===== config.mk =====
export PLATFORM = sky130hd
export DESIGN_NAME = div_writeback
export DESIGN_NICKNAME = d
export VERILOG_FILES = /design/src/source/div_pkg.sv /design/src/source/div_writeback.sv
export SDC_FILE = /design/constraint.sdc
export NUM_CORES = 1
export LEC_CHECK = 0
export ABC_AREA = 1
export BUFFER_PORTS_ARGS = -buffer_cell sky130_fd_sc_hd__buf_2
export CAP_MARGIN = 0
export CORE_AREA = 5 5 91 93
export CTS_CLUSTER_DIAMETER = 80
export DETAILED_ROUTE_END_ITERATION = 10
export DIE_AREA = 0 0 96 98
export GPL_TIMING_DRIVEN = 0
export PLACE_DENSITY_LB_ADDON = 0.15
export SLEW_MARGIN = 20
export SYNTH_ARGS = -nofsm -noshare
export SYNTH_HDL_FRONTEND = slang
export SYNTH_SLANG_ARGS = --single-unit

===== constraint.sdc =====
create_clock -name clk -period 1.9 [get_ports clk]
set_input_delay 0.38 -clock clk [delete_from_list [all_inputs] [get_ports clk]]
set_output_delay 0.38 -clock clk [all_outputs]
set_load 0.01 [all_outputs]

===== src/source/div_pkg.sv =====
`default_nettype none

package div_pkg;

   localparam int M_WIDTH = 64;
   localparam int LG_ROB_ENTRIES = 6;
   localparam int LG_PRF_ENTRIES = 7;

   // signed ops are the even codes.
   typedef enum logic [1:0]
   {
      op_div  = 2'd0,
      op_divu = 2'd1,
      op_rem  = 2'd2,
      op_remu = 2'd3
   } div_op_t;

   typedef struct packed
   {
      logic [M_WIDTH-1:0]        a;        // dividend.
      logic [M_WIDTH-1:0]        b;        // divisor.
      div_op_t                   op;
      logic                      word;     // 32-bit op.
      logic [LG_ROB_ENTRIES-1:0] rob_ptr;
      logic [LG_PRF_ENTRIES-1:0] prf_ptr;
   } div_req_t;

   typedef struct packed
   {
      logic [M_WIDTH-1:0]        y;
      logic [LG_ROB_ENTRIES-1:0] rob_ptr;
      logic [LG_PRF_ENTRIES-1:0] prf_ptr;
   } div_res_t;

   function automatic logic op_is_signed(input div_op_t op);
      return (op == op_div) || (op == op_rem);
   endfunction

   function automatic logic op_is_rem(input div_op_t op);
      return (op == op_rem) || (op == op_remu);
   endfunction

endpackage

`default_nettype wire


===== src/source/div_writeback.sv =====
`timescale 1ns/1ps
`default_nettype none

module div_writeback #(
   parameter int N_LANES = 2
)(
   input  logic                                clk,
   input  logic                                reset,
   input  logic              [N_LANES-1:0]     lane_done,
   input  div_pkg::div_res_t [N_LANES-1:0]     lane_res,
   input  logic                                wb_slot_used,
   output logic              [N_LANES-1:0]     lane_grant,
   output logic                                complete,
   output div_pkg::div_res_t                   res
);

   logic [N_LANES-1:0] r_prio;      // one-hot, highest priority lane.
   logic [N_LANES-1:0] eligible;
   logic [N_LANES-1:0] upper_mask;
   logic [N_LANES-1:0] masked;
   logic [N_LANES-1:0] pick_from;
   logic [N_LANES-1:0] next_prio;

   assign eligible = wb_slot_used ? '0 : lane_done;

   // lanes at or above the priority bit win first.
   assign upper_mask = ~(r_prio - 1'b1);
   assign masked = eligible & upper_mask;
   assign pick_from = (|masked) ? masked : eligible;
   assign lane_grant = pick_from & (~pick_from + 1'b1);  // lowest set bit.

   assign complete = |lane_grant;

   always_comb
   begin
      res = '0;
      for (int i = 0; i < N_LANES; i++)
      begin
         if (lane_grant[i])
         begin
            res = lane_res[i];
         end
      end
   end

   // rotate left by one past the winner.
   assign next_prio = N_LANES'(lane_grant << 1) | N_LANES'(lane_grant >> (N_LANES - 1));

   always_ff @(posedge clk)
   begin
      if (reset)
      begin
         r_prio <= N_LANES'(1);
      end
      else if (complete)
      begin
         r_prio <= next_prio;
      end
   end

   // the priority pointer must survive every rotation.
   a_grant_onehot: assert property (@(posedge clk) disable iff (reset)
      $onehot0(lane_grant) && $onehot(r_prio));

endmodule

`default_nettype wire


==> Yosys cells after proc, flatten, opt, wreduce, memory -nomap -nowiden <==
Index checks and enable logic that the tools add are counted.
{ "totals": {"register_bits": 2, "wordCells": 14, "out_inout_bits": 80, "in_bits": 159} }
{ "op_classes": {"n_mux": 4, "n_addsub": 2, "n_bitwise": 5, "reduce_logical": 2} }
{ "op_table": {"columns": ["op", "n"], "rows": [
  ["$mux 77", 2],
  ["$and 2x2->2", 2],
  ["$mux 2", 2],
  ["$not 2->2", 2],
  ["$reduce_or 2->1", 2],
  ["$add 2x1->2 const B", 1],
  ["$or 2x1->2", 1],
  ["$sub 2x1->2 const B", 1]
]} }

==> Logic depth before layout (Yosys ltp) <==
{ "logic_depth": {"word_depth": 10, "ltp_mapped": 8, "ltp_nobuf": 6} }

==> Least setup slack after synthesis <==
No wires, ideal clock.
{ "synth_path": {"kind": "input -> output", "start": "in lane_done[1]", "end": "out res[35] (netlist name)", "arrival_time_ns": 1.092, "path_buffers": 2, "required_ns": 1.520, "cell_stages": 8, "setup_slack_ns": 0.428, "cell_sequence": "inv_1 > nor2_2 > nand2_1 > inv_2 > buf_4 > buf_6 > nand3_1 > nand2_1"} }
{ "synth_rtl": {"columns": ["element", "line_no", "source"], "rows": [
  ["start: declaration", "div_writeback.sv:9", "input logic [N_LANES-1:0] lane_done,"],
  ["end: declaration", "div_writeback.sv:14", "output div_pkg::div_res_t res"]
]} }

==> results by group <==
Layout
  – Multi-input gate area in the final layout: 1060 um2
  – Area grow syn2layout: 116%
  – Register with the most flip-flops: r_prio
  – Layout cells sized above 1: 53.0%
  – Most frequent cells in the layout: 253 x buf_2, 157 x nand2_1, 78 x nand3_1
  – Final Net Count: 680
  – Biggest regs: r_prio: 2 flops
  – Reg area: 41.3 um2
  – Max FFs per register: 2
  – Filler Cell Count: 874
  – Most common cell after layout, fill and taps aside: buf_2
  – Antenna cells: 0
  – Final core utilization: 35.9%

STA
  – Final min period: 1.79 ns
  – Max Transition Viols Final: 0
  – Final Hold Vio Count: 0
  – Rel. slew slack: 86.4%
  – Tightest Pin Transition: 0.204 ns
  – Final WS setup: 0.108 ns
  – Final Skew: 0.00135 ns
  – Final setup fails: 0
  – RSZ-0062 raised after global routing: yes
  – Max Fclk: 0.558 GHz
  – Period utilisation layout: 94.3%

Worst setup path
  – Worst EP arrival: 1.41 ns
  – Crit path max fanout: 10
  – Worst flop-to-flop path startpoint: r_prio[0]
  – Crit path kind: reg2out
  – Crit path launch type: register
  – Required time worst endpoint: 1.52 ns
  – CP endpoint kind: primary output
  – Crit path from: r_prio[0]

Pwr
  – Combinational share of power: 73.4%
  – Tot Pwr: 0.799 mW
  – Clock power frac: 20.5%
  – Cell area power density: 299 nW/um2
  – Sw Share: 42.5%
  – Register share of total power: 6.0%
  – Worst IR drop on VDD: 266 uV
  – Pint: 0.459 mW
  – Leak Pwr: 1.88 nW
  – Sw Pwr: 0.340 mW

Global route
  – All-Layer GR Usage: 14.4%
  – Global-route wire length before repair: 11000 um
  – Initial antenna violation count: 0
  – Vias in the first global route: 2354
  – Largest net degree at the start of global routing: 11
  – Global route overflow: 0

Floorplanning
  – Std cell rows: 32
  – Die ar.: 9410 um2
  – I/O pins: 239
  – CORE AREA: 7450 um2
  – Die Width: 96 um
  – Initial core utilization: 16.6%
  – Die Span Y: 98 um

Routing
  – Vias: 2589
  – DRC errors left: 0
  – Routed WL: 7810 um
  – DRT iter0 DRCs: 58
  – WL/cell: 12.6 um
  – Vias per cell: 4.17
  – Post-detailed-route count of antenna-violating nets: 0
  – Pre-antenna DRT Iters: 4

Synthesis
  – Leading area contributor after synthesis: nand2_1
  – Yosys reg bits: 2
  – Synth Instances: 276
  – YS warnings: 0
  – Distinct cells, synth: 15
  – Seq/Total Area, Yosys: 3.24%
  – Post-synth top area share: 47.9%
  – Area contributors post-synth: nand2_1 48%, nand3_1 32%, buf_2 7.3%
  – Syn nets: 435
  – Post-synthesis cell area: 1240 um2
  – Synthesized area per cell: 4.48 um2

Clocking
  – CTS Root Cell: clkbuf_8
  – CTS tree: yes
  – Hold Buf Count CTS: 0
  – H-tree depth: 1
  – Max clock buf depth: 2
  – Clock-pin transition on the worst setup and hold timing paths: 0.03 ns
  – Num Clock Sinks: 2
  – Num CTS Buffers: 3
  – Clock Latency Late Sink: 0.21 ns

Hold path
  – Hold Path Class: in2reg
  – Min-delay src: reset

Status
  – Status: finished, final reports clean

Placement
  – Port Buffer Count: 238
  – Post-Place Setup Slack: -0.0504 ns
  – Dpl hpwl: 6470 um
  – Gpl congestion: 0.753

Job
  – Maxcap violations: 0
critical path: stages, from the launching register on:
cell,delay [ns]
dfxtp_1,0.31
inv_1,0.09
nand3_4,0.09
nand2_4,0.13
inv_6,0.06
buf_12,0.14
buf_6,0.13
nand2_1,0.05
nand2_1,0.05
buf_2,0.13
cells by family after synthesis:
family,after synthesis,share of synthesized area [%]
flip-flops,2,3.24
buffers and inverters,30,13.6
AO/OA/AOI/OAI,3,1.42
AND/OR/NAND/NOR,241,81.7
Yosys cell counts (all sizes together):
cell type / n
nand3: 79
dfxtp: 2
nand2: 159
a21oi: 1
o21bai: 1
o21ai: 1
nor2: 3
inv: 6
buf: 24
timing repair:
item / 4_1_cts / 5_1_grt
endpoints found under the setup margin: 69 / 72
pin swaps: 0 / 1
gates resized for setup: 5 / 13
endpoints found under the hold margin: 0 / 0
gates cloned: 0 / 1
buffers inserted: 0 / 1
path summary, 6_finish.rpt:
kind,to,slack (ns),cells past startpoint
worst min-delay path,r_prio[0],0.37,3
worst max register to register,r_prio[0],0.82,6
worst min register to register,r_prio[0],0.51,2
worst max-delay path,res[44],0.11,9
routing by layer:
layer	global-route usage (%)	up-vias	wire, um
met1	15.7	1084	2830
met3	2.85	6	811
met2	27.9	128	4100
met4	2.95	0	70
met5	0	-	0
li1	-	1371	-
stage by stage:
step,TNS [ns],instance area (um2),cells,hold WS [ns]
6_report,0,2670,621,0.372
5_1_grt,-0.0247,2670,621,0.386
4_1_cts,0,2610,619,0.369
3_5_place_dp,-0.493,2560,616,0.501
3_3_place_gp,-0.315,2560,616,0.495
2_1_floorplan,0,1240,276,0.471
power groups by stage:
| stage | Combinational, mW | Sequential, mW | Clock (mW) |
|---|---|---|---|
| after floorplan | 0.259 | 0.0470 | 0 |
| after global placement | 0.574 | 0.0475 | 0 |
| after detailed placement | 0.576 | 0.0477 | 0 |
| after CTS | 0.583 | 0.0472 | 0.168 |
| after global routing | 0.653 | 0.0485 | 0.173 |
| final | 0.587 | 0.0483 | 0.164 |
layout make-up:
class | count | area share [%]
repair buffers | 239 | 44.9
multi-input cells | 245 | 39.7
plain buffers | 24 | 6.51
well taps | 102 | 4.78
flip-flops and latches | 2 | 1.54
clock buffers | 3 | 1.54
inverters | 6 | 1.12
No activity file was read; power rests on OpenSTA's default activity.
