File: config.mk
export PLATFORM = sky130hd
export DESIGN_NAME = div_lane
export DESIGN_NICKNAME = d
export VERILOG_FILES = /design/src/source/div_pkg.sv /design/src/source/div_lane.sv
export SDC_FILE = /design/constraint.sdc
export NUM_CORES = 2
export LEC_CHECK = 0
export BUFFER_PORTS_ARGS = -buffer_cell sky130_fd_sc_hd__buf_4
export CORE_MARGIN = 3
export CORE_UTILIZATION = 45
export CTS_CLUSTER_DIAMETER = 30
export CTS_CLUSTER_SIZE = 12
export DETAILED_ROUTE_END_ITERATION = 16
export GPL_TIMING_DRIVEN = 0
export PLACE_DENSITY = 0.64
export SLEW_MARGIN = 40
export SYNTH_ARGS = -nofsm -noshare
export SYNTH_HDL_FRONTEND = slang
export SYNTH_SLANG_ARGS = --single-unit
export TNS_END_PERCENT = 50
File: constraint.sdc
create_clock -name clk -period 62.7 [get_ports clk]
set_input_delay 12.54 -clock clk [delete_from_list [all_inputs] [get_ports clk]]
set_output_delay 12.54 -clock clk [all_outputs]
set_load 0.01 [all_outputs]
File: src/source/div_pkg.sv
`default_nettype none

package div_pkg;

   localparam int M_WIDTH = 64;
   localparam int LG_ROB_ENTRIES = 6;
   localparam int LG_PRF_ENTRIES = 7;

   // signed ops are the even codes.
   typedef enum logic [1:0]
   {
      op_div  = 2'd0,
      op_divu = 2'd1,
      op_rem  = 2'd2,
      op_remu = 2'd3
   } div_op_t;

   typedef struct packed
   {
      logic [M_WIDTH-1:0]        a;        // dividend.
      logic [M_WIDTH-1:0]        b;        // divisor.
      div_op_t                   op;
      logic                      word;     // 32-bit op.
      logic [LG_ROB_ENTRIES-1:0] rob_ptr;
      logic [LG_PRF_ENTRIES-1:0] prf_ptr;
   } div_req_t;

   typedef struct packed
   {
      logic [M_WIDTH-1:0]        y;
      logic [LG_ROB_ENTRIES-1:0] rob_ptr;
      logic [LG_PRF_ENTRIES-1:0] prf_ptr;
   } div_res_t;

   function automatic logic op_is_signed(input div_op_t op);
      return (op == op_div) || (op == op_rem);
   endfunction

   function automatic logic op_is_rem(input div_op_t op);
      return (op == op_rem) || (op == op_remu);
   endfunction

endpackage

`default_nettype wire

File: src/source/div_lane.sv
`timescale 1ns/1ps
`default_nettype none

module div_lane #(
   parameter int LG_W = 6
)(
   input  logic              clk,
   input  logic              reset,
   input  logic              start,
   input  div_pkg::div_req_t req,
   input  logic              grant,
   output logic              idle,
   output logic              done,
   output div_pkg::div_res_t res
);

   import div_pkg::*;

   localparam int W = 1 << LG_W;
   localparam int W2 = 2 * W;

   typedef enum logic [2:0]
   {
      st_idle,
      st_divide,
      st_pack,
      st_hold,
      st_cache_pack
   } state_t;

   // per-op context, captured at start.
   typedef struct packed
   {
      logic                      is_signed;
      logic                      is_rem;
      logic                      word;
      logic                      q_neg;
      logic                      r_neg;
      logic [LG_ROB_ENTRIES-1:0] rob_ptr;
      logic [LG_PRF_ENTRIES-1:0] prf_ptr;
   } ctx_t;

   // last completed op, raw magnitudes.
   typedef struct packed
   {
      logic [W-1:0] a;
      logic [W-1:0] b;
      logic         is_signed;
      logic [W-1:0] q;
      logic [W-1:0] r;
   } cache_t;

   state_t        r_state, n_state;
   ctx_t          r_ctx;
   ctx_t          n_ctx;
   cache_t        r_cache;
   logic          r_cache_valid;
   logic [W-1:0]  r_a;          // dividend magnitude.
   logic [W-1:0]  r_b;          // divisor magnitude.
   logic [W2-1:0] r_rr;         // {partial remainder, dividend bits}.
   logic [W-1:0]  r_q;          // quotient shift register.
   logic [LG_W-1:0] r_cnt;
   logic [W-1:0]  r_y;

   logic [W-1:0]  ext_a, ext_b;
   logic [W-1:0]  mag_a, mag_b;
   logic          sgn;
   logic [W2-1:0] shifted;
   logic [W:0]    diff;
   logic          step_bit;
   logic [W2-1:0] step_rr;
   logic          hit;

   function automatic logic [W-1:0] word_ext(input logic [M_WIDTH-1:0] v, input logic s,
                                             input logic word);
      logic [M_WIDTH-1:0] e;
      e = v;
      if (word)
      begin
         e = s ? M_WIDTH'($signed(v[31:0])) : M_WIDTH'(v[31:0]);
      end
      return e[W-1:0];
   endfunction

   // sign fixes, quotient or remainder, word extension.
   function automatic logic [W-1:0] pack_result(input logic [W-1:0] q_mag,
                                                input logic [W-1:0] r_mag, input ctx_t c);
      logic [W-1:0] q;
      logic [W-1:0] r;
      logic [W-1:0] y;
      q = c.q_neg ? -q_mag : q_mag;
      r = c.r_neg ? -r_mag : r_mag;
      y = c.is_rem ? r : q;
      if (c.word)
      begin
         y = W'($signed(y[31:0]));
      end
      return y;
   endfunction

   assign sgn = op_is_signed(req.op);
   assign ext_a = word_ext(req.a, sgn, req.word);
   assign ext_b = word_ext(req.b, sgn, req.word);
   assign mag_a = (sgn && ext_a[W-1]) ? -ext_a : ext_a;
   assign mag_b = (sgn && ext_b[W-1]) ? -ext_b : ext_b;

   always_comb
   begin
      n_ctx.is_signed = sgn;
      n_ctx.is_rem = op_is_rem(req.op);
      n_ctx.word = req.word;
      n_ctx.q_neg = sgn & (ext_a[W-1] ^ ext_b[W-1]);
      n_ctx.r_neg = sgn & ext_a[W-1];
      n_ctx.rob_ptr = req.rob_ptr;
      n_ctx.prf_ptr = req.prf_ptr;
   end

   // one restoring step.
   assign shifted = {r_rr[W2-2:0], 1'b0};
   assign diff = {1'b0, shifted[W2-1:W]} - {1'b0, r_b};
   assign step_bit = ~diff[W];
   assign step_rr = step_bit ? {diff[W-1:0], shifted[W-1:0]} : shifted;

   assign hit = r_cache_valid && (r_cache.a == r_a) && (r_cache.b == r_b) &&
                (r_cache.is_signed == r_ctx.is_signed);

   always_comb
   begin
      n_state = r_state;
      case (r_state)
         st_idle:
         begin
            if (start)
            begin
               n_state = st_divide;
            end
         end
         st_divide:
         begin
            if ((&r_cnt) && hit)
            begin
               n_state = st_cache_pack;  // first cycle only.
            end
            else if (r_cnt == '0)
            begin
               n_state = st_pack;
            end
         end
         st_pack, st_cache_pack:
         begin
            n_state = st_hold;
         end
         st_hold:
         begin
            if (grant)
            begin
               n_state = st_idle;
            end
         end
         default:
         begin
            n_state = st_idle;
         end
      endcase
   end

   always_ff @(posedge clk)
   begin
      if (reset)
      begin
         r_state <= st_idle;
         r_cache_valid <= 1'b0;
      end
      else
      begin
         r_state <= n_state;
         if (r_state == st_pack)
         begin
            r_cache_valid <= 1'b1;
         end
      end
   end

   always_ff @(posedge clk)
   begin
      case (r_state)
         st_idle:
         begin
            if (start)
            begin
               r_ctx <= n_ctx;
               r_a <= mag_a;
               r_b <= mag_b;
               r_rr <= {{W{1'b0}}, mag_a};
               r_cnt <= '1;
            end
         end
         st_divide:
         begin
            r_rr <= step_rr;
            r_q <= {r_q[W-2:0], step_bit};
            r_cnt <= r_cnt - 1'b1;
         end
         st_pack:
         begin
            r_y <= pack_result(r_q, r_rr[W2-1:W], r_ctx);
            r_cache.a <= r_a;
            r_cache.b <= r_b;
            r_cache.is_signed <= r_ctx.is_signed;
            r_cache.q <= r_q;
            r_cache.r <= r_rr[W2-1:W];
         end
         st_cache_pack:
         begin
            r_y <= pack_result(r_cache.q, r_cache.r, r_ctx);  // signs from this op.
         end
         default:
         begin
         end
      endcase
   end

   assign idle = (r_state == st_idle);
   assign done = (r_state == st_hold);

   always_comb
   begin
      res.y = M_WIDTH'($signed(r_y));
      res.rob_ptr = r_ctx.rob_ptr;
      res.prf_ptr = r_ctx.prf_ptr;
   end

   a_grant_when_done: assert property (@(posedge clk) disable iff (reset)
      grant |-> done);

   a_start_when_idle: assert property (@(posedge clk) disable iff (reset)
      start |-> idle);

endmodule

`default_nettype wire

After elaboration in Yosys (flattened, before gate mapping)
Index checks and enable logic that the tools add are counted.

cells by class
  $add $sub $neg = 8
  bitwise gates (word level) = 4
  equal/unequal tests = 12
  reductions and logical operators = 18
  muxes and demuxes = 25

operators with widths
  kind                   number
  $mux W64               14
  $neg A64 Y64           6
  $mux W128              2
  $pmux W128 S2          1
  $eq A64 B64 Y1         2
  $pmux W64 S2           1
  $sub A64 B64 Y65       1
  $mux W3                4
  $pmux W3 S4            1
  $pmux W6 S2            1
  $eq A3 B2 Y1 const B   2
  $logic_and A1 B1 Y1    6
  $logic_not A6 Y1       1
  $mux W6                1
  $reduce_and A6 Y1      1
  $sub A6 B1 Y6 const B  1
  $eq A2 B2 Y1 const B   2
  $ne A2 B2 Y1 const B   2
  $reduce_and A2 Y1      2
  $reduce_bool A2 Y1     2
  $eq A3 B1 Y1 const B   1
  $eq A3 B3 Y1 const B   1
  $logic_not A3 Y1       1
  $ne A3 B3 Y1 const B   1
  8 further kinds        10

storage, ports and cells
  flip-flop bits (word level) = 669
  logic and storage cells = 87

Logic depth before layout (Yosys ltp)
  depth in word-level cells = 8
  gate-level depth with buffers = 15
  gate-level depth less buffers = 14

Worst setup path before layout
Ideal clock, no wire load.

  path kind = register -> register
  from = register r_state[1]
  to = register r_state[0]
  setup time = 83 ps
  stages on the path, launching flop included = 5
  path buffers = 0
  setup slack = 40812 ps
  arrival time = 21805 ps
  cells stage by stage = dfxtp_1 nor3b_1 nand2b_1 nor4_1 nor3_1

between the ends
  cells in the longest elaborated chain, start to end = 3
  elaborated cells on any way between the ends = 11
  classes of those cells = eq/ne (7); mux (1); reduce/logical (3)

ends and longest elaborated chain
  what                                              RTL line         source
  start: declaration                                div_lane.sv:53   state_t r_state, n_state;
  start signal: assignment                          div_lane.sv:171  r_state <= st_idle;
  start signal: assignment                          div_lane.sv:176  r_state <= n_state;
  $eq A3 B2 Y1, or another cell as far along        div_lane.sv:130  case (r_state)
  $reduce_or A2 Y1, or another cell as far along    div_lane.sv:130
  $pmux W3 S4 or $reduce_and A3 Y1 (tied branches)  n/a

Several ways; a longest one is shown, not always the timed one.
A chain may end at the register's enable or synchronous reset.

Worst setup path after layout
  from = input port req[13] (netlist bit)
  to = register r_b[40] (data pin)

between the ends
  cells in the longest elaborated chain, start to end = 3
  elaborated cells on any way between the ends = 4
  classes of those cells = add/sub (1); mux (2); reduce/logical (1)

ends and longest elaborated chain
  what                                                 RTL line         source
  start: declaration                                   div_lane.sv:10   input div_pkg::div_req_t req,
  $mux W64 *                                           div_lane.sv:78   if (word)
  $neg A64 Y64 or $logic_and A1 B1 Y1 (tied branches)  div_lane.sv:105  assign mag_b = (sgn && ext_b[W-1]) ? -ext_b : ext_b;
  $mux W64 *                                           div_lane.sv:105
  named net mag_b[40]                                  div_lane.sv:66   logic [W-1:0] mag_a, mag_b;
  end signal: assignment                               div_lane.sv:193  r_b <= mag_b;
  end: declaration                                     div_lane.sv:59   logic [W-1:0] r_b;

The timed path passes the listed nets; every way through them passes the cells marked *.

==> impl_metrics.json <==
{
  "numPortBuffers": 225,
  "maximum_clock_frequency_mhz": 62.6,
  "cts.htree.levels": 4,
  "detailedRoute.firstIterationViolations": 2971,
  "ioPinCount": 227,
  "power-per-cell-area_nw_per_um2": 33.9,
  "antenna_violating_nets_post_route": 0,
  "worst_ep_arrival_time_ps": 16410,
  "synth_cell_type_count": 86,
  "detailedPlacementHpwl_um": 99000,
  "number_of_synthesized_flops_with_an_enable_pin": 665,
  "final_net_count": 4269,
  "synth_seq_cells": 669,
  "core_region_area_sq_um": 84100,
  "chipHeight_um": 298,
  "finalSetupViolCount": 0,
  "global_placer_s_final_weighted_congestion": 1.00,
  "post_drt_wl_per_cell_um": 23.7,
  "synth_cells": 3627,
  "num_rows": 106,
  "area_growth_syn_to_layout_pct": 22.9,
  "grt_pass1_wl_um": 188000,
  "library_cell_used_as_clock_root_buffer": "clkbuf_16",
  "async_flop_share_pct": 0,
  "critPathRequiredTime_ps": 63130,
  "synth_area_per_cell_sq_um": 10.6,
  "post-synth-top-count-cell": "edfxtp_1",
  "synth_area_leaders": "edfxtp_1 (52%), xnor2_1 (5.7%), xor2_1 (5.3%), nor2_1 (3.6%), nand2_1 (3.4%)",
  "drv.max_cap_violation_count": 0,
  "postSynth.topFlopCell": "edfxtp_1",
  "ir_drop_mv": 0.0327,
  "synth_sequential_area_ratio_pct": 52.2,
  "tritoncts": "done",
  "grt_antenna_before_repair": 2,
  "critical_path.reg2reg.startpoint": "r_rr[63]",
  "path_clk_slew_ps": 50,
  "setup_crit_path_kind": "input pin to register",
  "crit_path_end_kind": "register",
  "regToRegEndpoint": "r_rr[103]",
  "grt-ovfl-total": 0,
  "slew_headroom_pct": 39.9,
  "synth_largest_type_area_fraction_pct": 52.0,
  "hold_buffers": 0,
  "cellLeakagePower_nw": 17.0,
  "worstRegToRegCells": 15,
  "crit_path_max_fanout": 10,
  "pre_cts_slack_ps": 46080,
  "post-route-min-period_ps": 15980,
  "seq_area_sq_um": 20000,
  "timing_hold_violations_final": 0,
  "syn-num-nets": 3849,
  "syn_area_sq_um": 38400,
  "fillers": 7332,
  "reg2reg_setup_slack_ps": 57320,
  "setup_repair_after_global_routing_missed_its_margin": "false",
  "worst_hold_check_path_type": "register to register",
  "worstSkewPairLatency_ps": 760,
  "final_max_slew_viol_count": 0,
  "grt_start_max_net_pins": 43,
  "grt_pass1_vias": 29903,
  "place.detailed.instances": 5036,
  "dieWidth_um": 298,
  "hold_path_depth": 0,
  "multi_input_area_sq_um": 17100,
  "layout-drive-gt1-share_pct": 15.2,
  "detailed_route_via_count": 30500,
  "fin_area_sq_um": 47200,
  "placement.cell_area_sq_um": 42000,
  "setup_ws_ps": 46720,
  "post_cts_resize_count": 0,
  "cts_setup_buffers": 0,
  "worstHoldEndpoint": "r_cache[178]",
  "worstMarginPinSlew_ps": 899,
  "detail_route.drc_violations": 0,
  "cts_inserted_buffers": 143,
  "final_min_period_over_clock_period_pct": 25.5,
  "synth.largest_area_cell": "edfxtp_1",
  "drt-pass1-iter-count": 7,
  "dr_vias_cell": 5.75,
  "crit_start_category": "input pin",
  "worst_min_delay_path_startpoint": "r_b[49]",
  "cts_max_path_buffers": 3,
  "timing.clock.skew_ps": 42.9,
  "grtUsageTotal_pct": 28.0,
  "ys.warnings.count": 0,
  "synth.top_cells.by_count": "edfxtp_1 (665), nor2_1 (371), nand2_1 (349)",
  "initial_core_utilization_pct": 45.7,
  "cts.sink_count": 669,
  "finalNonFillerCells": 5305,
  "status": "finished clean",
  "totalNegativeSetupSlack_ps": 0,
  "wl_um": 126000,
  "die-area_sq_um": 88800
}
## area by class of cell
type | count | share of cell area (%)
timing repair buffer | 275 | 4.61
buffer | 166 | 1.51
clock inverter | 108 | 3.17
antenna | 3 | 0.0159
clock buffer | 158 | 7.70
tap | 1134 | 3.01
sequential | 669 | 42.5
multi-input combinational | 2643 | 36.3
inverter | 149 | 1.19
## registers in the layout, summed over array words and instances, names as in the netlist
signal         flops
r_a               64
r_b               64
r_cache          257
r_cache_valid      1
r_cnt              6
r_ctx              5
r_q               64
r_rr             128
r_state            3
r_y               64
res               13
## routing by layer
layer	track usage, %	up-vias	wire length, um
met1	36.6	14577	52200
met2	45.7	1319	58900
met3	4.28	257	8100
li1	-	14347	-
met5	0	-	0
met4	14.0	0	6510
## worst max-delay path: stages
cell	delay, ps
buf_4	110
clkbuf_1	410
clkbuf_1	530
clkbuf_1	440
clkbuf_1	540
buf_1	590
clkbuf_1	570
clkbuf_1	510
nor2_1	160
## metrics by stage
stage          hold slack, ps  utilization (%)  total power [W]
2_1_floorplan             426                -         0.000727
3_3_place_gp              431             49.3         0.000821
3_5_place_dp              436             50.0         0.000823
4_1_cts                   446             56.1          0.00160
5_1_grt                   459             56.1          0.00166
6_report                  444             56.1          0.00160
## cell families (layout without fill, tap and decap cells)
logic type / after synthesis / count (layout) / share of synthesized area, %
AO/OA/AOI/OAI: 819 / 819 / 13.6
XOR/XNOR: 485 / 485 / 11.1
adder cells (fa/ha/maj): 74 / 74 / 2.43
buffers and inverters: 315 / 856 / 3.28
flip-flops: 669 / 669 / 52.2
multiplexers: 52 / 52 / 2.24
other: 0 / 3 / 0
AND/OR/NAND/NOR: 1213 / 1213 / 15.1
## report_power, final
part	switching, W	internal (W)
Clock	0.000265	0.000514
Combinational	0.000165	0.0000964
Sequential	0.0000280	0.000531
Total	0.000458	0.00114
## placed cells by master, fill, tap and decap left out, types with 54 or more instances in the layout
| master | n |
|---|---|
| a21oi_1 | 245 |
| buf_4 | 261 |
| clkbuf_1 | 122 |
| clkbuf_16 | 143 |
| edfxtp_1 | 665 |
| ha_1 | 73 |
| inv_1 | 147 |
| nand2_1 | 349 |
| nand3_1 | 54 |
| nor2_1 | 371 |
| nor3_1 | 81 |
| nor4_1 | 60 |
| o21ai_0 | 171 |
| o31ai_1 | 92 |
| or3_1 | 70 |
| xnor2_1 | 252 |
| xor2_1 | 233 |
## worst max-delay path by stage
stage                       endpoint  slack, ps       start  depth (start not counted)
after floorplan           r_state[0]      40810  r_state[1]                          4
after CTS                    r_b[40]      46850     req[13]                          9
after global routing         r_b[40]      46610     req[13]                          9
after detailed placement     r_b[40]      46080     req[13]                          9
final                        r_b[40]      46720     req[13]                          9
after global placement    r_state[0]      31780  r_state[2]                          4
Power figures use the tool's default switching activity.
